**src/hw/nocPkg.sv**
```systemverilog
package nocPkg;

  // ======================================================================
  // link geometry
  // ======================================================================

  // ports in order Local, North, East, West, South.
  localparam int portCount    = 5;
  localparam int portIdxWidth = $clog2(portCount);
  localparam int flitWidth    = 16;
  localparam int idWidth      = 3;
  localparam int lengthWidth  = 12;
  localparam int payloadWidth = flitWidth - idWidth;
  localparam int countWidth   = 16;

  // any other id is a body or tail flit.
  localparam logic [idWidth-1:0] headId = 3'd1;

  // ======================================================================
  // apb register map
  // ======================================================================
  localparam int addrWidth = 5;

  localparam logic [addrWidth-1:0] regEnable    = 5'h00;
  localparam logic [addrWidth-1:0] regCountBase = 5'h04;

  // one flit word, seen as header or as body.
  typedef union packed {
    struct packed {
      logic [idWidth-1:0]     id;
      logic [lengthWidth-1:0] length;
      logic                   spare;
    } head;
    struct packed {
      logic [idWidth-1:0]      id;
      logic [payloadWidth-1:0] payload;
    } body;
  } flitT;

endpackage

```
**src/hw/flitInput.sv**
```systemverilog
module flitInput
  import nocPkg::*;
#(
  parameter int fifoDepth = 4
)
(
  input  logic                   clk,
  input  logic                   rst,
  input  logic                   inValid,
  input  logic [flitWidth-1:0]   inFlit,
  output logic                   inReady,
  input  logic                   pop,
  output logic                   req,
  output flitT                   headFlit,
  output logic                   isHead,
  output logic [lengthWidth-1:0] headLength
);

  localparam int ptrWidth = $clog2(fifoDepth);
  localparam logic [ptrWidth:0] fullLevel = (ptrWidth + 1)'(fifoDepth);

  flitT                mem [fifoDepth];
  logic [ptrWidth-1:0] wrPtr;
  logic [ptrWidth-1:0] rdPtr;
  logic [ptrWidth:0]   used;
  logic                push;
  logic                take;

  assign inReady = (used != fullLevel);
  assign push    = inValid & inReady;
  assign take    = pop & req;

  // flit storage.
  always_ff @(posedge clk)
  begin
    if (push)
    begin
      mem[wrPtr] <= inFlit;
    end
  end

  // pointers wrap on their own, depth is a power of two.
  always_ff @(posedge clk)
  begin
    if (rst)
    begin
      wrPtr <= '0;
      rdPtr <= '0;
      used  <= '0;
    end
    else
    begin
      if (push)
      begin
        wrPtr <= wrPtr + 1'b1;
      end
      if (take)
      begin
        rdPtr <= rdPtr + 1'b1;
      end
      case ({push, take})
        2'b10:
        begin
          used <= used + 1'b1;
        end
        2'b01:
        begin
          used <= used - 1'b1;
        end
        default:
        begin
          used <= used;
        end
      endcase
    end
  end

  // ======================================================================
  // head of queue
  // ======================================================================
  assign req      = (used != '0);
  assign headFlit = mem[rdPtr];

  // decoded through the header view.
  assign isHead     = (headFlit.head.id == headId);
  assign headLength = headFlit.head.length;

endmodule

```
**src/hw/holdTimer.sv**
```systemverilog
module holdTimer
  import nocPkg::*;
(
  input  logic                   clk,
  input  logic                   rst,
  input  logic                   load,
  input  logic [lengthWidth-1:0] length,
  input  logic                   step,
  input  logic                   held,
  output logic                   spent
);

  logic [lengthWidth-1:0] limit;
  logic [lengthWidth-1:0] count;
  logic [lengthWidth-1:0] nextCount;
  logic [lengthWidth-1:0] nextLimit;

  // a header always opens a new run of flits.
  assign nextCount = load ? lengthWidth'(1) : count + 1'b1;
  assign nextLimit = load ? length : limit;

  // looks ahead at the flit leaving this cycle so the grant ends in time.
  assign spent = step ? (nextCount == nextLimit) : (count == limit);

  always_ff @(posedge clk)
  begin
    if (rst)
    begin
      limit <= '1;
      count <= '0;
    end
    else
    begin
      limit <= nextLimit;
      if (!held)
      begin
        count <= '0;
      end
      else if (step)
      begin
        count <= nextCount;
      end
    end
  end

endmodule

```
**src/hw/linkArbiter.sv**
```systemverilog
module linkArbiter
  import nocPkg::*;
(
  input  logic                                  clk,
  input  logic                                  rst,
  input  logic [portCount-1:0]                  req,
  input  logic [portCount-1:0]                  portEnable,
  input  logic [portCount-1:0]                  isHead,
  input  logic [portCount-1:0]                  fire,
  input  logic                                  stall,
  input  logic [portCount-1:0][lengthWidth-1:0] headLength,
  output logic [portCount-1:0]                  grant
);

  // bit 0 is idle, bit p+1 means port p owns the link.
  localparam logic [portCount:0] idleState = 1;

  logic [portCount:0]   state;
  logic [portCount:0]   nextState;
  logic [portCount-1:0] spent;
  logic [portCount-1:0] eligible;
  logic [portCount-1:0] keep;
  logic                 hasSent;

  assign grant    = state[portCount:1];
  assign eligible = req & portEnable;

  // the owner keeps the link until its budget or its packet ends.
  assign keep = grant & eligible & ~spent & ~(isHead & {portCount{hasSent}});

  for (genvar p = 0; p < portCount; p++)
  begin : timerGen
    holdTimer holdTimer_i (
      .clk    (clk),
      .rst    (rst),
      .load   (fire[p] & isHead[p]),
      .length (headLength[p]),
      .step   (fire[p]),
      .held   (grant[p]),
      .spent  (spent[p])
    );
  end

  // ======================================================================
  // rotating priority
  // ======================================================================
  always_comb
  begin
    int   current;
    int   cand;
    logic found;
    current   = 0;
    cand      = 0;
    found     = 1'b0;
    nextState = state;
    // search starts just after the owner, idle starts at Local.
    for (int p = 0; p < portCount; p++)
    begin
      if (grant[p])
      begin
        current = p + 1;
      end
    end
    if (!stall && !(|keep))
    begin
      nextState = idleState;
      for (int k = 0; k < portCount; k++)
      begin
        cand = current + k;
        if (cand >= portCount)
        begin
          cand = cand - portCount;
        end
        if (!found && eligible[cand])
        begin
          nextState           = '0;
          nextState[cand + 1] = 1'b1;
          found               = 1'b1;
        end
      end
    end
  end

  always_ff @(posedge clk)
  begin
    if (rst)
    begin
      state   <= idleState;
      hasSent <= 1'b0;
    end
    else
    begin
      state <= nextState;
      // set once the current hold has moved a flit.
      if (!stall)
      begin
        hasSent <= (|keep) & (hasSent | (|fire));
      end
    end
  end

endmodule

```
**src/hw/linkOutput.sv**
```systemverilog
module linkOutput
  import nocPkg::*;
(
  input  logic                                 clk,
  input  logic                                 rst,
  input  logic [portCount-1:0]                 grant,
  input  logic [portCount-1:0]                 req,
  input  flitT [portCount-1:0]                 headFlit,
  output logic                                 outValid,
  output logic [flitWidth-1:0]                 outFlit,
  output logic [portIdxWidth-1:0]              outPort,
  input  logic                                 outReady,
  output logic [portCount-1:0]                 pop,
  output logic                                 stall,
  output logic [portCount-1:0][countWidth-1:0] flitCount
);

  logic [portCount-1:0] active;
  logic                 fire;

  assign active   = grant & req;
  assign outValid = |active;
  assign fire     = outValid & outReady;
  assign stall    = outValid & ~outReady;
  assign pop      = fire ? active : '0;

  // ======================================================================
  // output mux and source tag
  // ======================================================================
  always_comb
  begin
    outFlit = '0;
    outPort = '0;
    for (int p = 0; p < portCount; p++)
    begin
      if (grant[p])
      begin
        outFlit = headFlit[p];
        outPort = portIdxWidth'(p);
      end
    end
  end

  // forwarded flits per port, wrapping.
  always_ff @(posedge clk)
  begin
    if (rst)
    begin
      flitCount <= '0;
    end
    else
    begin
      for (int p = 0; p < portCount; p++)
      begin
        if (pop[p])
        begin
          flitCount[p] <= flitCount[p] + 1'b1;
        end
      end
    end
  end

endmodule

```
**src/hw/linkRegs.sv**
```systemverilog
module linkRegs
  import nocPkg::*;
(
  input  logic                                 clk,
  input  logic                                 rst,
  input  logic [addrWidth-1:0]                 paddr,
  input  logic                                 psel,
  input  logic                                 penable,
  input  logic                                 pwrite,
  input  logic [31:0]                          pwdata,
  output logic [31:0]                          prdata,
  output logic                                 pready,
  output logic                                 pslverr,
  input  logic [portCount-1:0][countWidth-1:0] flitCount,
  output logic [portCount-1:0]                 portEnable
);

  logic                    access;
  logic [addrWidth-1:0]    countOff;
  logic [portIdxWidth-1:0] countIdx;
  logic                    isEnable;
  logic                    isCount;
  logic                    mapped;

  // no wait states.
  assign access = psel & penable;
  assign pready = access;

  // ======================================================================
  // address decode
  // ======================================================================
  assign countOff = paddr - regCountBase;
  assign countIdx = countOff[addrWidth-1:2];
  assign isEnable = (paddr == regEnable);
  assign isCount  = (paddr >= regCountBase) && (countOff[1:0] == 2'b00)
                    && (countIdx < portCount);
  assign mapped   = isEnable | isCount;

  // counters are read-only.
  assign pslverr = access & (~mapped | (isCount & pwrite));

  always_comb
  begin
    prdata = '0;
    if (access && !pwrite)
    begin
      if (isEnable)
      begin
        prdata[portCount-1:0] = portEnable;
      end
      else if (isCount)
      begin
        prdata[countWidth-1:0] = flitCount[countIdx];
      end
    end
  end

  // all ports start enabled.
  always_ff @(posedge clk)
  begin
    if (rst)
    begin
      portEnable <= '1;
    end
    else if (access && pwrite && isEnable)
    begin
      portEnable <= pwdata[portCount-1:0];
    end
  end

endmodule

```
**src/hw/nocLinkTop.sv**
```systemverilog
module nocLinkTop
  import nocPkg::*;
#(
  parameter int fifoDepth = 4
)
(
  input  logic                                clk,
  input  logic                                rst,
  input  logic [portCount-1:0]                inValid,
  input  logic [portCount-1:0][flitWidth-1:0] inFlit,
  output logic [portCount-1:0]                inReady,
  output logic                                outValid,
  output logic [flitWidth-1:0]                outFlit,
  output logic [portIdxWidth-1:0]             outPort,
  input  logic                                outReady,
  input  logic [addrWidth-1:0]                paddr,
  input  logic                                psel,
  input  logic                                penable,
  input  logic                                pwrite,
  input  logic [31:0]                         pwdata,
  output logic [31:0]                         prdata,
  output logic                                pready,
  output logic                                pslverr
);

  logic [portCount-1:0]                  req;
  logic [portCount-1:0]                  isHead;
  logic [portCount-1:0][lengthWidth-1:0] headLength;
  flitT [portCount-1:0]                  headFlit;
  logic [portCount-1:0]                  grant;
  logic [portCount-1:0]                  pop;
  logic                                  stall;
  logic [portCount-1:0][countWidth-1:0]  flitCount;
  logic [portCount-1:0]                  portEnable;

  // ======================================================================
  // input side
  // ======================================================================
  for (genvar p = 0; p < portCount; p++)
  begin : inputGen
    flitInput #(
      .fifoDepth (fifoDepth)
    ) flitInput_i (
      .clk        (clk),
      .rst        (rst),
      .inValid    (inValid[p]),
      .inFlit     (inFlit[p]),
      .inReady    (inReady[p]),
      .pop        (pop[p]),
      .req        (req[p]),
      .headFlit   (headFlit[p]),
      .isHead     (isHead[p]),
      .headLength (headLength[p])
    );
  end

  linkArbiter linkArbiter_i (
    .clk        (clk),
    .rst        (rst),
    .req        (req),
    .portEnable (portEnable),
    .isHead     (isHead),
    .fire       (pop),
    .stall      (stall),
    .headLength (headLength),
    .grant      (grant)
  );

  // ======================================================================
  // output side
  // ======================================================================
  linkOutput linkOutput_i (
    .clk       (clk),
    .rst       (rst),
    .grant     (grant),
    .req       (req),
    .headFlit  (headFlit),
    .outValid  (outValid),
    .outFlit   (outFlit),
    .outPort   (outPort),
    .outReady  (outReady),
    .pop       (pop),
    .stall     (stall),
    .flitCount (flitCount)
  );

  linkRegs linkRegs_i (
    .clk        (clk),
    .rst        (rst),
    .paddr      (paddr),
    .psel       (psel),
    .penable    (penable),
    .pwrite     (pwrite),
    .pwdata     (pwdata),
    .prdata     (prdata),
    .pready     (pready),
    .pslverr    (pslverr),
    .flitCount  (flitCount),
    .portEnable (portEnable)
  );

endmodule

```
**config.mk**
```make
export PLATFORM = sky130hd
export DESIGN_NAME = nocLinkTop
export DESIGN_NICKNAME = d
export VERILOG_FILES = /design/src/hw/nocPkg.sv /design/src/hw/flitInput.sv /design/src/hw/holdTimer.sv /design/src/hw/linkArbiter.sv /design/src/hw/linkOutput.sv /design/src/hw/linkRegs.sv /design/src/hw/nocLinkTop.sv
export SDC_FILE = /design/constraint.sdc
export NUM_CORES = 1
export LEC_CHECK = 0
export ABC_AREA = 1
export BUFFER_PORTS_ARGS = -buffer_cell sky130_fd_sc_hd__clkbuf_2
export CORE_UTILIZATION = 60
export DETAILED_ROUTE_END_ITERATION = 6
export PLACE_DENSITY = 0.79
export REMOVE_ABC_BUFFERS = 1
export SYNTH_ARGS = -nofsm -noshare
export SYNTH_HDL_FRONTEND = slang
export SYNTH_SLANG_ARGS = --single-unit
export TNS_END_PERCENT = 5
```
**constraint.sdc**
```tcl
create_clock -name clk -period 11.2 [get_ports clk]
set_clock_uncertainty 0.1 [all_clocks]
set_input_delay 2.24 -clock clk [delete_from_list [all_inputs] [get_ports clk]]
set_output_delay 2.24 -clock clk [all_outputs]
set_load 0.02 [all_outputs]
```
==> results of run 1 <==
==> worst max-delay path: cells and delay by family <==
| family | cells | cell delay, ns |
|---|---|---|
| AO/OA/AOI/OAI | 1 | 0.46 |
| AND/OR/NAND/NOR | 5 | 1.15 |
| adder cells (fa/ha/maj) | 1 | 1.03 |
| buffers and inverters | 6 | 1.70 |
==> flip-flops by register name, indices dropped and copies added (netlist names), named ones only <==
name	count
inputGen.flitInput_i.mem	320
linkArbiter_i.timerGen.holdTimer_i.limit	60
linkOutput_i.flitCount	80
linkArbiter_i.state	5
linkArbiter_i.timerGen.holdTimer_i.count	60
inputGen.flitInput_i.rdPtr	10
linkRegs_i.portEnable	5
inputGen.flitInput_i.used	15
inputGen.flitInput_i.wrPtr	10
linkArbiter_i.hasSent	1
==> power breakdown <==
group,internal (uW),switching [uW]
clock network,1050,830
registers,2320,52.0
logic,501,1180
total,3870,2060
==> Yosys cell counts (all sizes together) <==
library cell | count | area share, %
and2 | 1 | 0.021
nand3b | 5 | 0.13
nand4 | 65 | 1.5
buf | 90 | 2.2
nor4 | 15 | 0.32
xor2 | 53 | 1.7
conb | 2 | 0.026
o22ai | 28 | 0.60
edfxtp | 320 | 33
clkbuf | 69 | 0.89
ha | 55 | 2.4
o21a | 11 | 0.28
dfxtp | 256 | 18
a21oi | 231 | 4.0
o22a | 5 | 0.15
a21boi | 4 | 0.10
o2111ai | 3 | 0.090
o31ai | 1 | 0.026
a41oi | 1 | 0.030
a32o | 22 | 0.75
a31o | 1 | 0.030
a22oi | 2 | 0.051
o21ai | 285 | 5.0
and3 | 2 | 0.043
a21o | 1 | 0.026
clkinv | 4 | 0.051
xnor2 | 19 | 0.59
a211oi | 13 | 0.33
a311oi | 2 | 0.060
nor3 | 46 | 0.96
or2 | 17 | 0.36
a31oi | 6 | 0.13
o221a | 1 | 0.039
o41ai | 1 | 0.030
o221ai | 14 | 0.42
inv | 371 | 4.8
a221oi | 3 | 0.090
nor2 | 329 | 4.8
nor3b | 6 | 0.15
o211ai | 36 | 0.92
o21bai | 7 | 0.18
nand3 | 241 | 4.5
nand2 | 811 | 11
fa | 5 | 0.34
==> layout make-up <==
type,count,area share (%)
flip-flops and latches,576,46.2
clock inverters,38,1.07
multi-input cells,2365,38.5
clock buffers,68,4.70
well taps,615,2.41
repair buffers,161,2.67
inverters,375,4.46
==> per-layer routing <==
metal	global-route usage (%)	part of all wire, %	vias to the layer above
met5	0	0	-
met4	10.8	3.3	0
met3	5.08	7.9	138
met2	47.3	47	868
met1	38.0	42	11103
li1	-	-	11840
==> worst max-delay path by stage <==
| stage | startpoint | end | slack (ns) | depth (start not counted) |
|---|---|---|---|---|
| after floorplan | paddr[2] | prdata[14] | 3.89 | 10 |
| after global placement | paddr[2] | prdata[6] | 2.38 | 13 |
| after detailed placement | paddr[2] | prdata[6] | 2.27 | 13 |
| after CTS | paddr[2] | prdata[6] | 2.27 | 13 |
| after global routing | paddr[2] | prdata[6] | 1.79 | 13 |
| final | paddr[2] | prdata[6] | 2.27 | 13 |
==> cells by family (layout without fill, tap and decap cells) <==
logic type | count (synthesis) | after routing
adders and majority gates | 60 | 60
AOI/OAI and AO/OA | 678 | 678
buffers and inverters | 534 | 642
DFF | 576 | 576
and+or+nand+nor | 1538 | 1538
other | 2 | 17
xor gates and xnor gates | 72 | 72
==> per-stage QoR <==
stage               cell area, um^2  total power (uW)  hold WS [ns]
floorplan                     28400              3580         0.325
detailed placement            30000              4050         0.348
CTS                           31900              5910         0.356
global placement              30000              4020         0.337
global route                  31900              6200         0.372
finish                        31900              5940         0.357
==> metrics.md, run 1 <==
| Metric | Value |
|---|---|
| Total routing resource utilization after global routing | `about 29%` |
| Leading cell types in the layout, fill and taps excluded | `791 x sky130_fd_sc_hd__nand2_1, 342 x sky130_fd_sc_hd__inv_1, 320 x sky130_fd_sc_hd__edfxtp_1, 298 x sky130_fd_sc_hd__nor2_1, 256 x sky130_fd_sc_hd__dfxtp_1` |
| Reg2Reg Capture Point | `linkArbiter_i.state[1]` |
| Hold Path Stages | `1` |
| WL final | `about 70000 um` |
| Gate count after technology mapping | `around 3500` |
| Flip-flop and latch area | `between 10000 and 15000 um^2` |
| Root cell of the clock tree | `sky130_fd_sc_hd__clkbuf_16` |
| Proportion of synthesized chip area in sequential cells | `just over 50%` |
| Number of endpoints failing setup at the final stage | `0` |
| Transition time at the pin with the least slew margin | `1.13 ns` |
| # H-tree levels | `2` |
| Combinational family with the most area after synthesis | `simple AND/OR/NAND/NOR gates` |
| Total area of multi-input combinational cells | `12300 um^2` |
| Detailed Routing Iterations Pass 1 | `6` |
| Max frequency | `roughly 0.11 GHz` |
| Die width | `223 um` |
| Arrival time reported for the critical path endpoint | `about 6.6 ns` |
| Crit path max-delay cell type | `sky130_fd_sc_hd__ha_1` |
| Terminating pin of the worst hold path | `linkOutput_i.flitCount[79]` |
| Initial antenna violation count | `1` |
| Avg Inst Size Synth | `approximately 8.5 um^2` |
| Minimum clock period after layout | `~9 ns` |
| Fill cell instance count of the final layout | `a little under 4000` |
| Area share of fa/ha/maj cells after synthesis | `between 2 and 3%` |
| Layout overhead on the synthesized area | `9.05%` |
| Boundary pin count | `between 150 and 200` |
| Worst setup slack for register-to-register paths | `~6.5 ns` |
| DRC violation total after the first TritonRoute iteration | `2241` |
| Total number of yosys warnings | `0` |
| Final Hold Viols | `0` |
| Post-detailed-route wirelength per cell | `roughly 17 um` |
| LEAKAGE | `between 0.01 and 0.015 uW` |
| Global-route wire length before repair | `roughly 110000 um` |
| Outcome | `finished, final reports clean` |
| Cells resized by post-CTS repair | `0` |
| Final-layout setup total negative slack | `0 ns` |
| Row cnt | `80` |
| Worst Min Path Start | `linkOutput_i.flitCount[79]` |
| Worst vdd ir | `around 0.17 mV` |
| Final HPWL DP | `49200 um` |
| Later-pin clock latency in the skew report | `approximately 0.65 ns` |
| Netlist Area Pre-Place | `roughly 30000 um^2` |
| Die extent in y | `223 um` |
| Placed Cells incl. Taps | `around 4100` |
| Core box area | `~48000 um^2` |
| Number of setup buffers added after CTS | `0` |
| Via count | `approximately 24000` |
| Antenna cells | `0` |
| P per Cell Area | `around 190 nW/um^2` |
| Multiplexer area fraction after synthesis | `0%` |
| Maximum cell stage delay along the critical path | `between 1 and 1.5 ns` |
| Vias in the first global route | `roughly 22000` |
| CP Data Required Time | `between 8 and 9 ns` |
| Cells along the critical path | `clkbuf_2 > buf_4 > clkinv_1 > ha_1 > nand2_1 > inv_1 > nor2_1 > nor3_1 > inv_1 > nor2_1 > nand2_1 > a211oi_1 > clkbuf_2` |
| Biggest fanout along the worst timing path | `60` |
| CP Launch Type | `input pin` |
| Ratio of final minimum period to clock period | `approximately 80%` |
| Worst setup path class | `input pin to output pin` |
| Total number of clock tree sinks | `576` |
| Count of max-cap constraint violations | `0` |
| Min-delay worst type | `register to register` |
| Fraction of the mapped netlist area in compound gates | `13.4%` |
| Startpoint of the worst register-to-register path | `linkArbiter_i.state[5]` |
| Number of pins with negative max-slew slack in the final report | `0` |
| Post-Synth Simple-Gate Area | `about a quarter` |
| Post-detailed-route via-to-cell ratio | `5.70` |
| CTS max path bufs | `3` |
| Pin count of the biggest net entering global routing | `95` |
| Worst-path clk slew | `0.06 ns` |
| DRC | `0` |
| # nets final | `between 3000 and 4000` |
| FF-to-FF path depth | `25` |
| Number of register bits inferred by synthesis | `approximately 580` |
| Layout cell share with drive strength beyond 1 | `10.7%` |
| GR Overflow Total | `0` |
| # port buffers | `143` |
| Final Non-Filler Cells | `roughly 4200` |
| TritonCTS clock tree | `yes` |
| Distinct cell type count after synthesis | `67` |
| Post-CTS Hold Buffers | `0` |
| Final WS setup | `roughly 2.3 ns` |
| Util after Layout | `between 60% and 70%` |
| Headroom to the max-slew limit | `24.5%` |
| Die Area | `49600 um^2` |
| Clock buffer count from CTS | `57` |
| Post-detailed-route count of antenna-violating nets | `0` |
| Routability congestion estimate from global placement | `between 1 and 1.5` |
| Most common cell after layout, fill and taps aside | `sky130_fd_sc_hd__nand2_1` |
| CP Capture Type | `output pin` |
| Xor-xnor portion of the synthesized cell area | `2.25%` |
| Initial core utilization | `between 60 and 70%` |
| Setup repair after global routing missed its margin | `no` |
| Post-placement worst setup slack | `2.27 ns` |
Note: power is estimated with default switching activity, not from simulation.
==> run 2: changes to the inputs <==
--- a/config.mk
+++ b/config.mk
@@ -5,11 +5,11 @@
 export SDC_FILE = /design/constraint.sdc
 export NUM_CORES = 1
 export LEC_CHECK = 0
-export ABC_AREA = 1
+export ABC_AREA = 0
 export BUFFER_PORTS_ARGS = -buffer_cell sky130_fd_sc_hd__clkbuf_2
-export CORE_UTILIZATION = 60
+export CORE_UTILIZATION = 55
 export DETAILED_ROUTE_END_ITERATION = 6
-export PLACE_DENSITY = 0.79
+export PLACE_DENSITY = 0.76
 export REMOVE_ABC_BUFFERS = 1
 export SYNTH_ARGS = -nofsm -noshare
 export SYNTH_HDL_FRONTEND = slang
==> constraint.sdc (replaced) <==
create_clock -name clk -period 7.7 [get_ports clk]
set_clock_uncertainty 0.1 [all_clocks]
set_input_delay 1.54 -clock clk [delete_from_list [all_inputs] [get_ports clk]]
set_output_delay 1.54 -clock clk [all_outputs]
set_load 0.02 [all_outputs]
==> run 2 against run 1 <==
  * Clock-buffer cell count grew 16
  * Critical endpoint is now prdata[3]
  * Hold slack gained 0.030 ns
  * Sequential cell count is the same
  * Combinational power grew 25%
  * Largest power group unchanged
  * Critical path type unchanged
==> metrics.md, run 2 <==
| Metric | Value |
|---|---|
| Xor-xnor portion of the synthesized cell area | `6.46% (was 2.25%)` |
| Worst-path clk slew | `0.06 ns (about the same)` |
| Die width | `228 um (was 223 um)` |
| P per Cell Area | `274 nW/um^2 (was 186 nW/um^2)` |
| Clock buffer count from CTS | `60 (was 57)` |
| Combinational family with the most area after synthesis | `simple AND/OR/NAND/NOR gates (unchanged)` |
| Dominant cell by count in the synthesized netlist | `sky130_fd_sc_hd__edfxtp_1 (was sky130_fd_sc_hd__nand2_1)` |
| Cells along the critical path | `clkbuf_2 > inv_1 > ha_1 > buf_4 > and2_1 > nor2_1 > nor4_1 > nand2_1 > o21ai_0 > clkbuf_2 (was clkbuf_2 > buf_4 > clkinv_1 > ha_1 > nand2_1 > inv_1 > nor2_1 > nor3_1 > inv_1 > nor2_1 > nand2_1 > a211oi_1 > clkbuf_2)` |
| Setup repair after global routing missed its margin | `no (unchanged)` |
| Arrival time reported for the critical path endpoint | `4.66 ns (was 6.59 ns)` |
| Pin count of the biggest net entering global routing | `82 (was 95)` |
| Fraction of registers with async set/reset | `0% (unchanged)` |
| LEAKAGE | `0.0108 uW (was 0.0131 uW)` |
| Buf+Inv Stages, Crit Path | `4 (was 6)` |
| Util after Layout | `62.0% (was 66.5%)` |
| Max frequency | `about 0.16 GHz` |
| Reg2Reg Capture Point | `linkArbiter_i.state[1] (unchanged)` |
| CP Launch Type | `input pin (unchanged)` |
| Core box area | `50300 um^2 (was 47900 um^2)` |
| Top post-synthesis cells by area | `sky130_fd_sc_hd__edfxtp_1 34%, sky130_fd_sc_hd__dfxtp_1 18%, sky130_fd_sc_hd__mux4_2 7.8%, sky130_fd_sc_hd__xor2_1 3.8%, sky130_fd_sc_hd__nand2_1 3.7% (was sky130_fd_sc_hd__edfxtp_1 33%, sky130_fd_sc_hd__dfxtp_1 18%, sky130_fd_sc_hd__nand2_1 10%, sky130_fd_sc_hd__inv_1 4.4%, sky130_fd_sc_hd__o21ai_0 4.3%)` |
| Post-detailed-route via-to-cell ratio | `6.07 (was 5.70)` |
| Startpoint of the worst register-to-register path | `linkArbiter_i.state[5] (unchanged)` |
| Multiplexer area fraction after synthesis | `8.50% (was 0%)` |
| Netlist Area Pre-Place | `28100 um^2 (was 29200 um^2)` |
| Transition time at the pin with the least slew margin | `1.18 ns (was 1.13 ns)` |
| # H-tree levels | `2 (unchanged)` |
| Total number of yosys warnings | `0 (unchanged)` |
| Post-detailed-route count of antenna-violating nets | `0 (unchanged)` |
| Main flop type after synthesis | `sky130_fd_sc_hd__edfxtp_1 (unchanged)` |
| Number of setup buffers added after CTS | `0 (unchanged)` |
| Ratio of final minimum period to clock period | `about 82%` |
| Total number of clock tree sinks | `576 (unchanged)` |
| Global-route wire length before repair | `109000 um (was 113000 um)` |
| Biggest fanout along the worst timing path | `20 (was 60)` |
| WL final | `69200 um (was 72000 um)` |
| Leading cell types in the layout, fill and taps excluded | `320 x sky130_fd_sc_hd__edfxtp_1, 276 x sky130_fd_sc_hd__nand2_1, 256 x sky130_fd_sc_hd__dfxtp_1, 207 x sky130_fd_sc_hd__nor2_1, 142 x sky130_fd_sc_hd__clkbuf_2 (was 791 x sky130_fd_sc_hd__nand2_1, 342 x sky130_fd_sc_hd__inv_1, 320 x sky130_fd_sc_hd__edfxtp_1, 298 x sky130_fd_sc_hd__nor2_1, 256 x sky130_fd_sc_hd__dfxtp_1)` |
| Via count | `20241 (was 23949)` |
| Worst hold slack across all endpoints | `0.387 ns (was 0.357 ns)` |
| Flip-flop and latch area | `14700 um^2 (unchanged)` |
| Layout cell share with drive strength beyond 1 | `14.3% (was 10.7%)` |
| Headroom to the max-slew limit | `20.4% (was 24.5%)` |
| Detailed Routing Iterations Pass 1 | `5 (was 6)` |
| Number of enable-type register cells in the synthesized netlist | `320 (unchanged)` |
| Final-layout setup total negative slack | `0 ns (unchanged)` |
| Boundary pin count | `187 (unchanged)` |
| Beginning of the critical path | `paddr[2] (unchanged)` |
| CTS max path bufs | `3 (unchanged)` |
| Minimum clock period after layout | `6.30 ns` |
| Total routing resource utilization after global routing | `26.2% (was 28.7%)` |
| Proportion of synthesized chip area in sequential cells | `52.5% (was 50.4%)` |
| CP Data Required Time | `6.06 ns (was 8.86 ns)` |
| Share of the synthesized area in the top cell type | `34.2% (was 32.9%)` |
| DRC | `0 (unchanged)` |
| Power consumption | `8540 uW (was 5940 uW)` |
| Post-CTS Hold Buffers | `0 (unchanged)` |
| Initial core utilization | `55.8% (was 61.0%)` |
| Cell type with the highest aggregate area in the netlist | `sky130_fd_sc_hd__edfxtp_1 (unchanged)` |
| Count of max-cap constraint violations | `0 (unchanged)` |
| Die Area | `51900 um^2 (was 49600 um^2)` |
| Initial antenna violation count | `2 (was 1)` |
| Maximum cell stage delay along the critical path | `0.51 ns (was 1.03 ns)` |
| Flip-flop count of the largest register after layout | `320 (unchanged)` |
| Total area of multi-input combinational cells | `12400 um^2 (was 12300 um^2)` |
| Area share of fa/ha/maj cells after synthesis | `2.84% (was 2.70%)` |
| # port buffers | `143 (unchanged)` |
| Worst vdd ir | `0.297 mV (was 0.166 mV)` |
| Post-detailed-route wirelength per cell | `20.8 um (was 17.2 um)` |
| Cell family with the largest share of critical-path delay | `simple AND/OR/NAND/NOR gates (was buffers and inverters)` |
| Row cnt | `82 (was 80)` |
| CP most frequent cell | `sky130_fd_sc_hd__clkbuf_2` |
| Fill cell instance count of the final layout | `3969 (was 3909)` |
| Worst setup slack for register-to-register paths | `1.91 ns (was 6.47 ns)` |
| CP Capture Type | `output pin (unchanged)` |
| Vias in the first global route | `19814 (was 22096)` |
| Number of register bits inferred by synthesis | `576 (unchanged)` |
| Number of endpoints failing setup at the final stage | `0 (unchanged)` |
| Fraction of the mapped netlist area in compound gates | `9.21% (was 13.4%)` |
| Registers with the most flip-flops | `inputGen.flitInput_i.mem x320, linkOutput_i.flitCount x80 (unchanged)` |
| FF-to-FF path depth | `16 (was 25)` |
| Min-delay worst type | `register to register (unchanged)` |
| Path length in cells of the critical path | `10 (was 13)` |
| Die extent in y | `228 um (was 223 um)` |
| Outcome | `finished, final reports clean (unchanged)` |
| Avg Inst Size Synth | `11.1 um^2 (was 8.45 um^2)` |
| Layout overhead on the synthesized area | `11.1% (was 9.05%)` |
| Later-pin clock latency in the skew report | `0.65 ns (about the same)` |
| Final Hold Viols | `0 (unchanged)` |
| Final HPWL DP | `48700 um (was 49200 um)` |
| GR Overflow Total | `0 (unchanged)` |
| Cells resized by post-CTS repair | `0 (unchanged)` |
| # nets final | `2799 (was 3724)` |
| Routability congestion estimate from global placement | `0.970 (was 1.01)` |
| Most numerous cell types in the synthesized netlist | `320 x sky130_fd_sc_hd__edfxtp_1, 276 x sky130_fd_sc_hd__nand2_1, 256 x sky130_fd_sc_hd__dfxtp_1 (was 791 x sky130_fd_sc_hd__nand2_1, 343 x sky130_fd_sc_hd__inv_1, 320 x sky130_fd_sc_hd__edfxtp_1)` |
| End point of the critical path | `prdata[3] (was prdata[6])` |
| Worst setup path class | `input pin to output pin (unchanged)` |
| Distinct cell type count after synthesis | `90 (was 67)` |
| Number of pins with negative max-slew slack in the final report | `0 (unchanged)` |
| Final WS setup | `1.40 ns (was 2.27 ns)` |
| Most common cell after layout, fill and taps aside | `sky130_fd_sc_hd__edfxtp_1 (was sky130_fd_sc_hd__nand2_1)` |
| TritonCTS clock tree | `yes (unchanged)` |
| Post-Synth Simple-Gate Area | `17.0% (was 23.4%)` |
| Root cell of the clock tree | `sky130_fd_sc_hd__clkbuf_16 (unchanged)` |
| DRC violation total after the first TritonRoute iteration | `1672 (was 2241)` |
| Register bank with the most flops | `inputGen.flitInput_i.mem (unchanged)` |
| Crit path max-delay cell type | `sky130_fd_sc_hd__clkbuf_2 (was sky130_fd_sc_hd__ha_1)` |
| Post-placement worst setup slack | `1.41 ns (was 2.27 ns)` |
| Gate count after technology mapping | `2526 (was 3460)` |
[run 2: cell count changes after synthesis, moves of 41 or more]
cell,delta
sky130_fd_sc_hd__mux4_2,+97
sky130_fd_sc_hd__xor2_1,+70
sky130_fd_sc_hd__nand2_1,-515
sky130_fd_sc_hd__xnor2_1,+65
sky130_fd_sc_hd__or3_1,+41
sky130_fd_sc_hd__o21ai_0,-151
sky130_fd_sc_hd__and3_1,+48
sky130_fd_sc_hd__nand3_1,-149
sky130_fd_sc_hd__nor2_1,-101
sky130_fd_sc_hd__nand3b_1,+70
sky130_fd_sc_hd__a21oi_1,-95
sky130_fd_sc_hd__inv_1,-282
[run 2: layer usage]
| metal | vias to the layer above | global-route usage, % | wire [um] |
|---|---|---|---|
| li1 | 9414 | - | - |
| met1 | 10067 | 35.9 | 30300 |
| met2 | 658 | 42.9 | 32900 |
| met3 | 102 | 4.11 | 4170 |
| met4 | 0 | 8.43 | 1850 |
| met5 | - | 0 | 0 |
[run 2: logic make-up after synthesis]
group / count (synthesis)
compound gates: 405
fa+ha+maj: 61
buf+inv: 222
mux: 116
other cells: 2
simple gates: 938
xor+xnor: 206
flops: 576
[run 2: worst register-to-register path: cells and delay by family (launching register included)]
family / cells / cell delay (ns)
adders and majority gates: 3 / 1.11
and+or+nand+nor: 7 / 1.99
DFF: 1 / 0.81
buffers and inverters: 1 / 0.45
xor gates and xnor gates: 1 / 0.19
AOI/OAI and AO/OA: 4 / 1.08
[run 2: how the worst min path moves through the flow]
| stage | start | end | slack [ns] | cells after the start |
|---|---|---|---|---|
| after floorplan | linkArbiter_i.timerGen[0].holdTimer_i.limit[0] | linkArbiter_i.timerGen[0].holdTimer_i.limit[0] | 0.36 | 2 |
| after global placement | linkArbiter_i.timerGen[2].holdTimer_i.count[5] | linkArbiter_i.timerGen[2].holdTimer_i.count[5] | 0.37 | 2 |
| after detailed placement | linkArbiter_i.timerGen[0].holdTimer_i.limit[10] | linkArbiter_i.timerGen[0].holdTimer_i.limit[10] | 0.38 | 2 |
| after CTS | linkArbiter_i.timerGen[0].holdTimer_i.limit[10] | linkArbiter_i.timerGen[0].holdTimer_i.limit[10] | 0.39 | 2 |
| after global routing | linkArbiter_i.timerGen[1].holdTimer_i.limit[0] | linkArbiter_i.timerGen[1].holdTimer_i.limit[0] | 0.41 | 2 |
| final | linkArbiter_i.timerGen[2].holdTimer_i.limit[4] | linkArbiter_i.timerGen[2].holdTimer_i.limit[4] | 0.39 | 2 |
[run 2: metrics by stage]
step / std cells / cell area, um^2
after global placement: 3221 / 29100
after detailed placement: 3221 / 29100
after global routing: 3333 / 31200
after floorplan: 2384 / 27400
after CTS: 3332 / 31200
final: 3333 / 31200
[run 2: power by group]
| group | internal (uW) | switching, uW | leakage, uW |
|---|---|---|---|
| registers | 3380 | 67.4 | 0.00501 |
| clock network | 1770 | 1240 | 0.000989 |
| logic | 758 | 1340 | 0.00480 |
[run 2: cell type report]
cell class | instances | area share, %
Tap cell | 672 | 2.70
Sequential cell | 576 | 47.3
Clock buffer | 84 | 5.39
Multi-Input combinational cell | 1743 | 39.8
Antenna cell | 1 | 0.00803
Timing Repair Buffer | 165 | 2.85
Clock inverter | 27 | 1.19
Inverter | 65 | 0.783
